File: src/logic/idct_consts.svh
`ifndef IDCT_CONSTS_SVH
`define IDCT_CONSTS_SVH

////////////////////////////////////////
// Cosine constants, cos(k*pi/16) x4096
////////////////////////////////////////
`define IDCT_C1 4017 // cos( pi/16)
`define IDCT_C2 3784 // cos(2pi/16)
`define IDCT_C3 3406 // cos(3pi/16)
`define IDCT_C4 2896 // cos(4pi/16)
`define IDCT_C5 2276 // cos(5pi/16)
`define IDCT_C6 1567 // cos(6pi/16)
`define IDCT_C7 799  // cos(7pi/16)

// Combined constants for the rotations
`define IDCT_C8  (`IDCT_C1 + `IDCT_C7)
`define IDCT_C9  (`IDCT_C1 - `IDCT_C7)
`define IDCT_C10 (`IDCT_C3 + `IDCT_C5)
`define IDCT_C11 (`IDCT_C3 - `IDCT_C5)

// Fixed point
`define IDCT_FRAC_BITS 12
`define IDCT_ROUND     2048 // Half LSB of the result

////////////////////////////////////////
// Register map, word address = adr[4:2]
////////////////////////////////////////
`define IDCT_ADR_DIN0   3'd0
`define IDCT_ADR_DIN1   3'd1 // Write launches
`define IDCT_ADR_STATUS 3'd2
`define IDCT_ADR_DOUT0  3'd4
`define IDCT_ADR_DOUT1  3'd5
`define IDCT_ADR_DOUT2  3'd6
`define IDCT_ADR_DOUT3  3'd7

`endif

File: src/logic/idct_pkg.sv
package idct_pkg;

    ////////////////////////////////////////
    // Scalar types
    ////////////////////////////////////////
    typedef logic [7:0]          pixel_t;  // Unsigned input sample
    typedef logic [31:0]         prod_t;   // Sample times constant
    typedef logic signed [31:0]  acc_t;    // Butterfly sum
    typedef logic signed [15:0]  sample_t; // Output value

    // One input block, x0 in the low bits
    typedef struct packed {
        logic   valid;
        pixel_t x7;
        pixel_t x6;
        pixel_t x5;
        pixel_t x4;
        pixel_t x3;
        pixel_t x2;
        pixel_t x1;
        pixel_t x0;
    } idct_blk_s;

    // Constant products of one block
    typedef struct packed {
        logic  valid;
        prod_t in0_c4;  // Even part
        prod_t in4_c4;
        prod_t in2_c2;
        prod_t in2_c6;
        prod_t in6_c2;
        prod_t in6_c6;
        prod_t in1_c7;  // x1/x7 rotation by C1/C7
        prod_t in7_c7;
        prod_t in1_c9;
        prod_t in7_c8;
        prod_t in1_c5;  // x1/x7 rotation by C3/C5
        prod_t in7_c5;
        prod_t in1_c10;
        prod_t in7_c11;
        prod_t in3_c7;  // x3/x5 rotation by C1/C7
        prod_t in5_c7;
        prod_t in5_c9;
        prod_t in3_c8;
        prod_t in3_c5;  // x3/x5 rotation by C3/C5
        prod_t in5_c5;
        prod_t in5_c10;
        prod_t in3_c11;
    } idct_prod_s;

    typedef struct packed {
        logic    valid;
        sample_t y7;
        sample_t y6;
        sample_t y5;
        sample_t y4;
        sample_t y3;
        sample_t y2;
        sample_t y1;
        sample_t y0;
    } idct_res_s;

    ////////////////////////////////////////
    // Wishbone classic
    ////////////////////////////////////////
    typedef struct packed {
        logic        cyc;
        logic        stb;
        logic        we;
        logic [31:0] adr;
        logic [3:0]  sel;
        logic [31:0] dat;
    } wb_req_s;

    typedef struct packed {
        logic        ack;
        logic [31:0] dat; // Valid with ack
    } wb_rsp_s;

endpackage

File: src/logic/idct_butterfly.sv
`include "idct_consts.svh"

module idct_butterfly (
    input  logic                   clk,
    input  logic                   rst,
    input  idct_pkg::idct_prod_s   prod,
    output idct_pkg::idct_res_s    res
);
    import idct_pkg::*;

    // Shared (xa+xb)*C terms of the odd rotations
    acc_t s17_c7, s17_c5, s35_c5, s35_c7;
    acc_t rot_p, rot_q, rot_r, rot_s; // C1/C7 on x1,x7 and C3/C5 on x3,x5
    acc_t rot_t, rot_u, rot_v, rot_w; // C3/C5 on x1,x7 and C1/C7 on x3,x5

    acc_t a0_q, a1_q, b0_q, b1_q; // Stage one, even part
    acc_t o0_q, o1_q, o2_q, o3_q; // Stage one, odd part
    logic vld1_q;

    acc_t e0, e1, e2, e3;

    // Round, drop the fraction and keep 16 bits
    function automatic sample_t rnd_shift(acc_t v);
        acc_t t;
        t = (v + `IDCT_ROUND) >>> `IDCT_FRAC_BITS;
        return t[15:0];
    endfunction

    ////////////////////////////////////////
    // Stage one
    ////////////////////////////////////////
    always_comb begin
        s17_c7 = $signed(prod.in1_c7) + $signed(prod.in7_c7);
        s17_c5 = $signed(prod.in1_c5) + $signed(prod.in7_c5);
        s35_c5 = $signed(prod.in3_c5) + $signed(prod.in5_c5);
        s35_c7 = $signed(prod.in3_c7) + $signed(prod.in5_c7);

        rot_p = s17_c7 + $signed(prod.in1_c9);  // x1*C1 + x7*C7
        rot_q = s17_c7 - $signed(prod.in7_c8);  // x1*C7 - x7*C1
        rot_r = s35_c5 + $signed(prod.in3_c11); // x3*C3 + x5*C5
        rot_s = $signed(prod.in5_c10) - s35_c5; // x5*C3 - x3*C5
        rot_t = $signed(prod.in1_c10) - s17_c5; // x1*C3 - x7*C5
        rot_u = s17_c5 + $signed(prod.in7_c11); // x1*C5 + x7*C3
        rot_v = s35_c7 + $signed(prod.in5_c9);  // x3*C7 + x5*C1
        rot_w = $signed(prod.in3_c8) - s35_c7;  // x3*C1 - x5*C7
    end

    always_ff @(posedge clk) begin
        a0_q <= $signed(prod.in0_c4) + $signed(prod.in4_c4);
        a1_q <= $signed(prod.in0_c4) - $signed(prod.in4_c4);
        b0_q <= $signed(prod.in2_c2) + $signed(prod.in6_c6);
        b1_q <= $signed(prod.in2_c6) - $signed(prod.in6_c2);
        o0_q <= rot_p + rot_r;
        o1_q <= rot_t - rot_v;
        o2_q <= rot_u - rot_w;
        o3_q <= rot_q + rot_s;
        if (rst) begin
            vld1_q <= 1'b0;
        end else begin
            vld1_q <= prod.valid;
        end
    end

    ////////////////////////////////////////
    // Stage two
    ////////////////////////////////////////
    always_comb begin
        e0 = a0_q + b0_q;
        e1 = a1_q + b1_q;
        e2 = a1_q - b1_q;
        e3 = a0_q - b0_q;
    end

    always_ff @(posedge clk) begin
        res.y0 <= rnd_shift(e0 + o0_q);
        res.y1 <= rnd_shift(e1 + o1_q);
        res.y2 <= rnd_shift(e2 + o2_q);
        res.y3 <= rnd_shift(e3 + o3_q);
        res.y4 <= rnd_shift(e3 - o3_q); // Mirror half
        res.y5 <= rnd_shift(e2 - o2_q);
        res.y6 <= rnd_shift(e1 - o1_q);
        res.y7 <= rnd_shift(e0 - o0_q);
        if (rst) begin
            res.valid <= 1'b0;
        end else begin
            res.valid <= vld1_q;
        end
    end

endmodule

File: src/logic/idct_mul.sv
`include "idct_consts.svh"

module idct_mul (
    input  logic                   clk,
    input  logic                   rst,
    input  idct_pkg::idct_blk_s    blk,
    output idct_pkg::idct_prod_s   prod
);
    import idct_pkg::*;

    idct_prod_s prod_d; // Products before the register

    // Zero-extend the sample, constant fits in 13 bits
    function automatic prod_t cmul(pixel_t x, prod_t c);
        return prod_t'(x) * c;
    endfunction

    ////////////////////////////////////////
    // Constant products
    ////////////////////////////////////////
    always_comb begin
        prod_d.valid   = blk.valid;
        prod_d.in0_c4  = cmul(blk.x0, `IDCT_C4);
        prod_d.in4_c4  = cmul(blk.x4, `IDCT_C4);
        prod_d.in2_c2  = cmul(blk.x2, `IDCT_C2);
        prod_d.in2_c6  = cmul(blk.x2, `IDCT_C6);
        prod_d.in6_c2  = cmul(blk.x6, `IDCT_C2);
        prod_d.in6_c6  = cmul(blk.x6, `IDCT_C6);
        // x1 and x7 share the (x1+x7) terms in the butterfly
        prod_d.in1_c7  = cmul(blk.x1, `IDCT_C7);
        prod_d.in7_c7  = cmul(blk.x7, `IDCT_C7);
        prod_d.in1_c9  = cmul(blk.x1, `IDCT_C9);
        prod_d.in7_c8  = cmul(blk.x7, `IDCT_C8);
        prod_d.in1_c5  = cmul(blk.x1, `IDCT_C5);
        prod_d.in7_c5  = cmul(blk.x7, `IDCT_C5);
        prod_d.in1_c10 = cmul(blk.x1, `IDCT_C10);
        prod_d.in7_c11 = cmul(blk.x7, `IDCT_C11);
        // Same idea for x3 and x5
        prod_d.in3_c7  = cmul(blk.x3, `IDCT_C7);
        prod_d.in5_c7  = cmul(blk.x5, `IDCT_C7);
        prod_d.in5_c9  = cmul(blk.x5, `IDCT_C9);
        prod_d.in3_c8  = cmul(blk.x3, `IDCT_C8);
        prod_d.in3_c5  = cmul(blk.x3, `IDCT_C5);
        prod_d.in5_c5  = cmul(blk.x5, `IDCT_C5);
        prod_d.in5_c10 = cmul(blk.x5, `IDCT_C10);
        prod_d.in3_c11 = cmul(blk.x3, `IDCT_C11);
    end

    always_ff @(posedge clk) begin
        prod <= prod_d;
        if (rst) begin
            prod.valid <= 1'b0; // Only the valid bit is control
        end
    end

endmodule

File: src/logic/idct_top.sv
module idct_top (
    input  logic                clk,
    input  logic                rst,
    input  idct_pkg::wb_req_s   wb_req,
    output idct_pkg::wb_rsp_s   wb_rsp
);
    import idct_pkg::*;

    idct_blk_s  blk;  // Slave to multiplier, valid at launch
    idct_prod_s prod; // One cycle later
    idct_res_s  res;  // Three cycles after launch

    ////////////////////////////////////////
    // Bus side
    ////////////////////////////////////////
    idct_wb_slave u_slave (
        .clk    (clk),
        .rst    (rst),
        .wb_req (wb_req),
        .wb_rsp (wb_rsp),
        .blk    (blk),
        .res    (res)
    );

    ////////////////////////////////////////
    // Datapath
    ////////////////////////////////////////
    idct_mul u_mul (
        .clk  (clk),
        .rst  (rst),
        .blk  (blk),
        .prod (prod)
    );

    idct_butterfly u_bfly (
        .clk  (clk),
        .rst  (rst),
        .prod (prod),
        .res  (res)
    );

endmodule

File: src/logic/idct_wb_slave.sv
`include "idct_consts.svh"

module idct_wb_slave (
    input  logic                   clk,
    input  logic                   rst,
    input  idct_pkg::wb_req_s      wb_req,
    output idct_pkg::wb_rsp_s      wb_rsp,
    output idct_pkg::idct_blk_s    blk,
    input  idct_pkg::idct_res_s    res
);
    import idct_pkg::*;

    logic        req;       // New request, not yet acked
    logic        adr_hit;   // Upper address bits clear
    logic [2:0]  wadr;      // Word address
    logic        launch;    // DIN1 write sampled
    logic        launch_q;
    logic [31:0] din0;
    logic [31:0] din1;
    logic [31:0] dout [4];
    logic [1:0]  in_flight; // 0 to 3 blocks in the pipe
    logic        done;
    logic        busy;
    logic [31:0] rdat;

    // Byte lane merge for writes
    function automatic logic [31:0] be_merge(logic [31:0] cur, logic [31:0] wdat,
                                             logic [3:0] sel);
        logic [31:0] r;
        r = cur;
        for (int i = 0; i < 4; i++) begin
            if (sel[i]) r[8*i +: 8] = wdat[8*i +: 8];
        end
        return r;
    endfunction

    assign req     = wb_req.cyc & wb_req.stb & ~wb_rsp.ack; // No second ack
    assign adr_hit = (wb_req.adr[31:5] == '0);
    assign wadr    = wb_req.adr[4:2];
    assign launch  = req & wb_req.we & adr_hit & (wadr == `IDCT_ADR_DIN1);
    assign busy    = (in_flight != 2'd0);

    ////////////////////////////////////////
    // Input registers and launch
    ////////////////////////////////////////
    always_ff @(posedge clk) begin
        if (rst) begin
            din0 <= '0;
            din1 <= '0;
        end else if (req & wb_req.we & adr_hit) begin
            case (wadr)
                `IDCT_ADR_DIN0: din0 <= be_merge(din0, wb_req.dat, wb_req.sel);
                `IDCT_ADR_DIN1: din1 <= be_merge(din1, wb_req.dat, wb_req.sel);
                default: ; // Read-only or unmapped
            endcase
        end
    end

    // Block valid lines up with the ack of the DIN1 write
    assign blk.valid = launch_q;
    assign blk.x0    = din0[7:0];
    assign blk.x1    = din0[15:8];
    assign blk.x2    = din0[23:16];
    assign blk.x3    = din0[31:24];
    assign blk.x4    = din1[7:0];
    assign blk.x5    = din1[15:8];
    assign blk.x6    = din1[23:16];
    assign blk.x7    = din1[31:24];

    ////////////////////////////////////////
    // Status and results
    ////////////////////////////////////////
    always_ff @(posedge clk) begin
        if (rst) begin
            launch_q  <= 1'b0;
            in_flight <= 2'd0;
            done      <= 1'b0;
        end else begin
            launch_q <= launch;
            case ({launch, res.valid})
                2'b10:   in_flight <= in_flight + 2'd1;
                2'b01:   in_flight <= in_flight - 2'd1;
                default: ; // Both or neither
            endcase
            // New launch wins over a capture in the same cycle
            if (launch) done <= 1'b0;
            else if (res.valid) done <= 1'b1;
        end
    end

    always_ff @(posedge clk) begin
        if (rst) begin
            for (int k = 0; k < 4; k++) dout[k] <= '0;
        end else if (res.valid) begin
            dout[0] <= {res.y1, res.y0};
            dout[1] <= {res.y3, res.y2};
            dout[2] <= {res.y5, res.y4};
            dout[3] <= {res.y7, res.y6};
        end
    end

    // Read mux
    always_comb begin
        rdat = '0;
        if (adr_hit) begin
            case (wadr)
                `IDCT_ADR_DIN0:   rdat = din0;
                `IDCT_ADR_DIN1:   rdat = din1;
                `IDCT_ADR_STATUS: rdat = {30'd0, busy, done};
                `IDCT_ADR_DOUT0:  rdat = dout[0];
                `IDCT_ADR_DOUT1:  rdat = dout[1];
                `IDCT_ADR_DOUT2:  rdat = dout[2];
                `IDCT_ADR_DOUT3:  rdat = dout[3];
                default:          rdat = '0;
            endcase
        end
    end

    // One-cycle classic ack, data registered with it
    always_ff @(posedge clk) begin
        if (rst) begin
            wb_rsp.ack <= 1'b0;
            wb_rsp.dat <= '0;
        end else begin
            wb_rsp.ack <= req;
            if (req) wb_rsp.dat <= wb_req.we ? 32'd0 : rdat;
        end
    end

endmodule

File: config.mk
export PLATFORM = sky130hd
export DESIGN_NAME = idct_top
export DESIGN_NICKNAME = d
export VERILOG_FILES = /design/src/logic/idct_pkg.sv /design/src/logic/idct_butterfly.sv /design/src/logic/idct_mul.sv /design/src/logic/idct_top.sv /design/src/logic/idct_wb_slave.sv
export VERILOG_INCLUDE_DIRS = /design/src /design/src/logic
export SDC_FILE = /design/constraint.sdc
export NUM_CORES = 2
export LEC_CHECK = 0
export BUFFER_PORTS_ARGS = -buffer_cell sky130_fd_sc_hd__buf_2
export CELL_PAD_IN_SITES_DETAIL_PLACEMENT = 2
export CELL_PAD_IN_SITES_GLOBAL_PLACEMENT = 2
export CORE_ASPECT_RATIO = 2
export CORE_MARGIN = 3
export CORE_UTILIZATION = 39
export CTS_BUF_LIST = sky130_fd_sc_hd__clkbuf_4
export CTS_CLUSTER_SIZE = 28
export DETAILED_ROUTE_END_ITERATION = 8
export PLACE_DENSITY = 0.87
export SYNTH_ARGS = -nofsm -noshare
export SYNTH_HDL_FRONTEND = slang
export SYNTH_SLANG_ARGS = --single-unit
File: constraint.sdc
create_clock -name clk -period 5 [get_ports clk]
set_input_delay 1 -clock clk [delete_from_list [all_inputs] [get_ports clk]]
set_output_delay 1 -clock clk [all_outputs]
set_load 0.02 [all_outputs]
==> flow_summary.json, run 1 <==
{
  "status": "stopped before the end",
  "stop_stage": "5_1_grt",
  "error_line": "[ERROR GRT-0116] Global routing finished with congestion. Check the congestion regions in the DRC Viewer.",
  "dp.cells": 11000,
  "syn_inst": 7651,
  "synth_top_cells_by_count": "ha_1 (1559), inv_1 (1374), dfxtp_1 (771), a21oi_1 (450), nor2_1 (429)",
  "cts_buffers": 224,
  "rows": 224,
  "synthFlopType": "dfxtp_1",
  "synth_edf_count": 124,
  "gp_congestion": 1.11,
  "htreeDepth": 4,
  "track_usage_pct": 67.8,
  "grt_max_degree": 77,
  "syn_area_per_cell_um2": 9.58,
  "dieWidth_um": 313,
  "start_util_pct": 39.3,
  "grt_pass1_vias": 98500,
  "synth_warnings": 0,
  "yosysTopAreaCell": "ha_1",
  "fp.dieH_um": 619,
  "numClockSinks": 895,
  "dpl_cell_area_um2": 83300,
  "portBuffers": 103,
  "yosys-top-cells-area": "ha_1 (27%), dfxtp_1 (21%), fa_1 (12%), inv_1 (7.0%), edfxtp_1 (5.1%)",
  "synth.most_common_cell": "ha_1",
  "ys_ff_latch": 895,
  "synth.distinct_cells": 85,
  "grt_first_pass_wirelength_um": 916000,
  "cts-root-buf": "clkbuf_4",
  "ios": 106,
  "synth_nets": 9711,
  "synth_top_area_share_pct": 26.6,
  "netlist_area_um2": 73300,
  "dp_hpwl_um": 307000,
  "async_flop_share_pct": 0,
  "gr-total-overflow": 120,
  "cts_buffer_depth": 4,
  "ys_seq_area_share_pct": 26.1
}
layer usage:
layer / global-route usage (%) / overflow
met1: 62.2 / 0
met3: 48.7 / 2
met5: 17.9 / 0
met4: 76.0 / 54
met2: 90.2 / 64
stage by stage:
step,util [%],setup slack [ns]
after detailed placement,44.7,-1.23
after global placement,44.7,-0.688
after CTS,49.4,-0.819
after floorplan,-,-0.0236
cells by family after synthesis:
group | count (synthesis) | share of synthesized area [%]
buffers and inverters | 1464 | 7.51
xor gates and xnor gates | 579 | 6.96
DFF | 895 | 26.1
and+or+nand+nor | 1396 | 9.37
muxes | 8 | 0.109
AOI/OAI and AO/OA | 1322 | 11.6
adders and majority gates | 1987 | 38.3
what timing repair did:
item                                    in CTS
pin swaps                                  386
hold endpoints to repair                     2
buffers inserted                           169
resized for setup                         1021
hold buffers                                 2
endpoints found under the setup margin     219
==> run 2, diff against run 1 <==
CELL_PAD_IN_SITES_DETAIL_PLACEMENT = unset   (was 2)
CELL_PAD_IN_SITES_GLOBAL_PLACEMENT = unset   (was 2)
CORE_ASPECT_RATIO = unset   (was 2)
CORE_UTILIZATION = 40   (was 39)
CTS_BUF_LIST = unset   (was sky130_fd_sc_hd__clkbuf_4)
CTS_CLUSTER_SIZE = unset   (was 28)
PLACE_DENSITY = unset   (was 0.87)
PLACE_DENSITY_LB_ADDON = 0.15   (was unset)
clock period = 6.5 ns   (was 5 ns; I/O delays follow)
==> run 2 against run 1 <==
Net effect: area after synthesis did not move; the run now ends clean; synthesized cell count did not move.
==> flow_summary.json, run 2 <==
{
  "status": "complete, no violations",
  "syn_area_per_cell_um2": 9.58,
  "dp_hpwl_um": 189000,
  "cts_buffer_depth": 3,
  "gp_congestion": 0.952,
  "dp.cells": 10200,
  "gr-total-overflow": 0,
  "netlist_area_um2": 73300,
  "largest_reg_flops": 363,
  "track_usage_pct": 23.7,
  "start_util_pct": 40.4,
  "drc_errors": 0,
  "portBuffers": 103,
  "design.core.area_um2": 182000,
  "fmax_ghz": 0.159,
  "finalHoldViolations": 0,
  "avgViaCountPerCell": 5.08,
  "drv_slew": 0,
  "max_slew_margin_pct": 36.8,
  "clk_latency_ns": 0.77,
  "reg_top3": "u_mul.prod x363, u_bfly.res x125, u_slave.dout x124",
  "synth_top_cells_by_count": "ha_1 (1559), inv_1 (1374), dfxtp_1 (771), a21oi_1 (450), nor2_1 (429)",
  "irDropWorstVdd_mv": 0.237,
  "drtPass1Iterations": 5,
  "drive_gt1_share_pct": 6.33,
  "drt_iter0_drc": 2946,
  "clk_pin_slew_ns": 0.06,
  "yosys-top-cells-area": "ha_1 (27%), dfxtp_1 (21%), fa_1 (12%), inv_1 (7.0%), edfxtp_1 (5.1%)",
  "hold_class": "reg2reg",
  "via_count": 52800,
  "finClkSkew_ns": 0.0473,
  "syn_inst": 7651,
  "worstPathArrival_ns": 6.94,
  "antenna_found_initial": 8,
  "async_flop_share_pct": 0,
  "leakagePower_nw": 43.1,
  "synth.distinct_cells": 85,
  "post_cts_buffers": 0,
  "die-area_um2": 188000,
  "path_max_fanout": 5,
  "most-common-layout-cells": "ha_1 (1559), inv_1 (1374), dfxtp_1 (771)",
  "fp.dieH_um": 434,
  "instances_no_fill": 10400,
  "final_common_cell": "ha_1",
  "wirelength_um": 223000,
  "maxCapViolations": 0,
  "grt_max_degree": 87,
  "synth_edf_count": 124,
  "end_kind": "register",
  "synth_warnings": 0,
  "ys_ff_latch": 895,
  "period_needed_ns": 6.28,
  "timing.final.crit_share_pct": 96.7,
  "setup_viol": 0,
  "synthFlopType": "dfxtp_1",
  "htreeDepth": 3,
  "path_class": "reg2reg",
  "postRouteAntennaNets": 0,
  "ys_seq_area_share_pct": 26.1,
  "cts_tree": "done",
  "top_register": "u_mul.prod",
  "rows": 156,
  "syn_to_final_growth_pct": 11.1,
  "cp_cell_sequence": "ha_1 -> fa_1 -> a21o_1 -> a21oi_1 -> o21bai_1 -> a21bo_2 -> a21o_1 -> a21o_1 -> a31o_2 -> a21o_1 -> a21oi_1 -> xnor2_1 -> inv_1 -> fa_1 -> inv_1 -> fa_1 -> inv_1 -> ha_1 -> and3_1 -> a21oi_1 -> o21ai_1 -> o31a_1 -> or3_1 -> a32oi_1",
  "critPathLaunch": "u_mul.prod[224]$_DFF_P_",
  "worstSetupStartpointType": "register",
  "synth.most_common_cell": "ha_1",
  "numClockSinks": 895,
  "grt_first_pass_wirelength_um": 332000,
  "power_density_nw_per_um2": 151,
  "r2r-start": "u_mul.prod[224]$_DFF_P_",
  "cts_buffers": 104,
  "drt-wirelength-per-cell_um": 21.5,
  "hp-start": "u_mul.prod[514]$_DFF_P_",
  "crit_slowest_cell": "fa_1",
  "synth_nets": 9711,
  "cp.required_ns": 7.15,
  "nets": 9979,
  "setup_tns_ns": 0,
  "yosysTopAreaCell": "ha_1",
  "fillCellCount": 17500,
  "cts_hold_buf": 0,
  "critPathMaxStageDelay_ns": 0.50,
  "grt_setup_unrepaired": "false",
  "cts-root-buf": "clkbuf_16",
  "tightest_slew_ns": 0.936,
  "ios": 106,
  "dieWidth_um": 434,
  "grt_pass1_vias": 54300,
  "synth_top_area_share_pct": 26.6,
  "cpMostUsedCell": "a21o_1"
}
-- run 2: cell counts after synthesis --
No cell type changed its count.
-- run 2: what timing repair did --
action / CTS / global route
endpoints found under the hold margin: 0 / 0
endpoints found under the setup margin: 0 / 7
resized for setup: 0 / 8
-- run 2: final timing paths --
| kind | to | depth (start not counted) | slack, ns |
|---|---|---|---|
| hold / removal | u_bfly.b0_q[2]$_DFF_P_ | 0 | 0.34 |
| setup / recovery | u_bfly.o3_q[21]$_DFF_P_ | 24 | 0.22 |
| hold reg to reg | u_bfly.b0_q[2]$_DFF_P_ | 0 | 0.34 |
| setup reg to reg | u_bfly.o3_q[21]$_DFF_P_ | 24 | 0.22 |
-- run 2: routing by layer --
metal  part of all wire (%)  routed length [um]  GRT usage (%)  up-vias
met1                     43               96000           29.4    25400
met2                     48              108000           41.6      914
met3                    3.4                7550           2.49      335
met5                      0                   0              0        -
met4                    5.2               11500           10.4        0
li1                       -                   -              -    26100
-- run 2: power breakdown --
part / switching [mW] / internal, mW
logic: 0.0881 / 0.0333
registers: 0.0129 / 5.64
clock network: 2.69 / 3.84
total: 2.79 / 9.52
-- run 2: area by class of cell --
| class | instances | area [um^2] | share of cell area, % |
|---|---|---|---|
| inverter | 1374 | 5160 | 6.33 |
| sequential | 895 | 19200 | 23.5 |
| multi-input combinational | 5292 | 48700 | 59.8 |
| clock inverter | 68 | 1010 | 1.24 |
| clock buffer | 127 | 2780 | 3.41 |
| antenna | 5 | 12.5 | 0.0154 |
| timing repair buffer | 252 | 1640 | 2.01 |
| tap | 2370 | 2970 | 3.64 |
-- run 2: through the flow --
| stage | power [mW] | cell area (um^2) | setup slack [ns] | utilization [%] | hold WS (ns) |
|---|---|---|---|---|---|
| 6_report | 12.3 | 81400 | 0.217 | 44.9 | 0.335 |
| 5_1_grt | 12.7 | 81400 | 0.00131 | 44.9 | 0.344 |
| 4_1_cts | 12.5 | 81400 | 0.0257 | 44.8 | 0.340 |
| 3_5_place_dp | 5.90 | 77600 | 0.0671 | 42.7 | 0.312 |
| 3_3_place_gp | 5.90 | 77600 | 0.150 | 42.7 | 0.317 |
| 2_1_floorplan | 5.83 | 73300 | 1.10 | - | 0.310 |
-- run 2: kinds of logic after synthesis --
kind of cell    Yosys count  synth area share (%)
simple gates           1396                  9.37
compound gates         1322                  11.6
mux                       8                 0.109
buf+inv                1464                  7.51
flops                   895                  26.1
xor+xnor                579                  6.96
fa+ha+maj              1987                  38.3
-- run 2: critical path, delay by kind of cell (launching register included) --
family,cells,cell delay (ns)
AOI/OAI and AO/OA,13,2.69
xor gates and xnor gates,1,0.23
adders and majority gates,5,2.18
buffers and inverters,3,0.21
DFF,1,0.31
and+or+nand+nor,2,0.57
(Power assumes the default switching activity.)
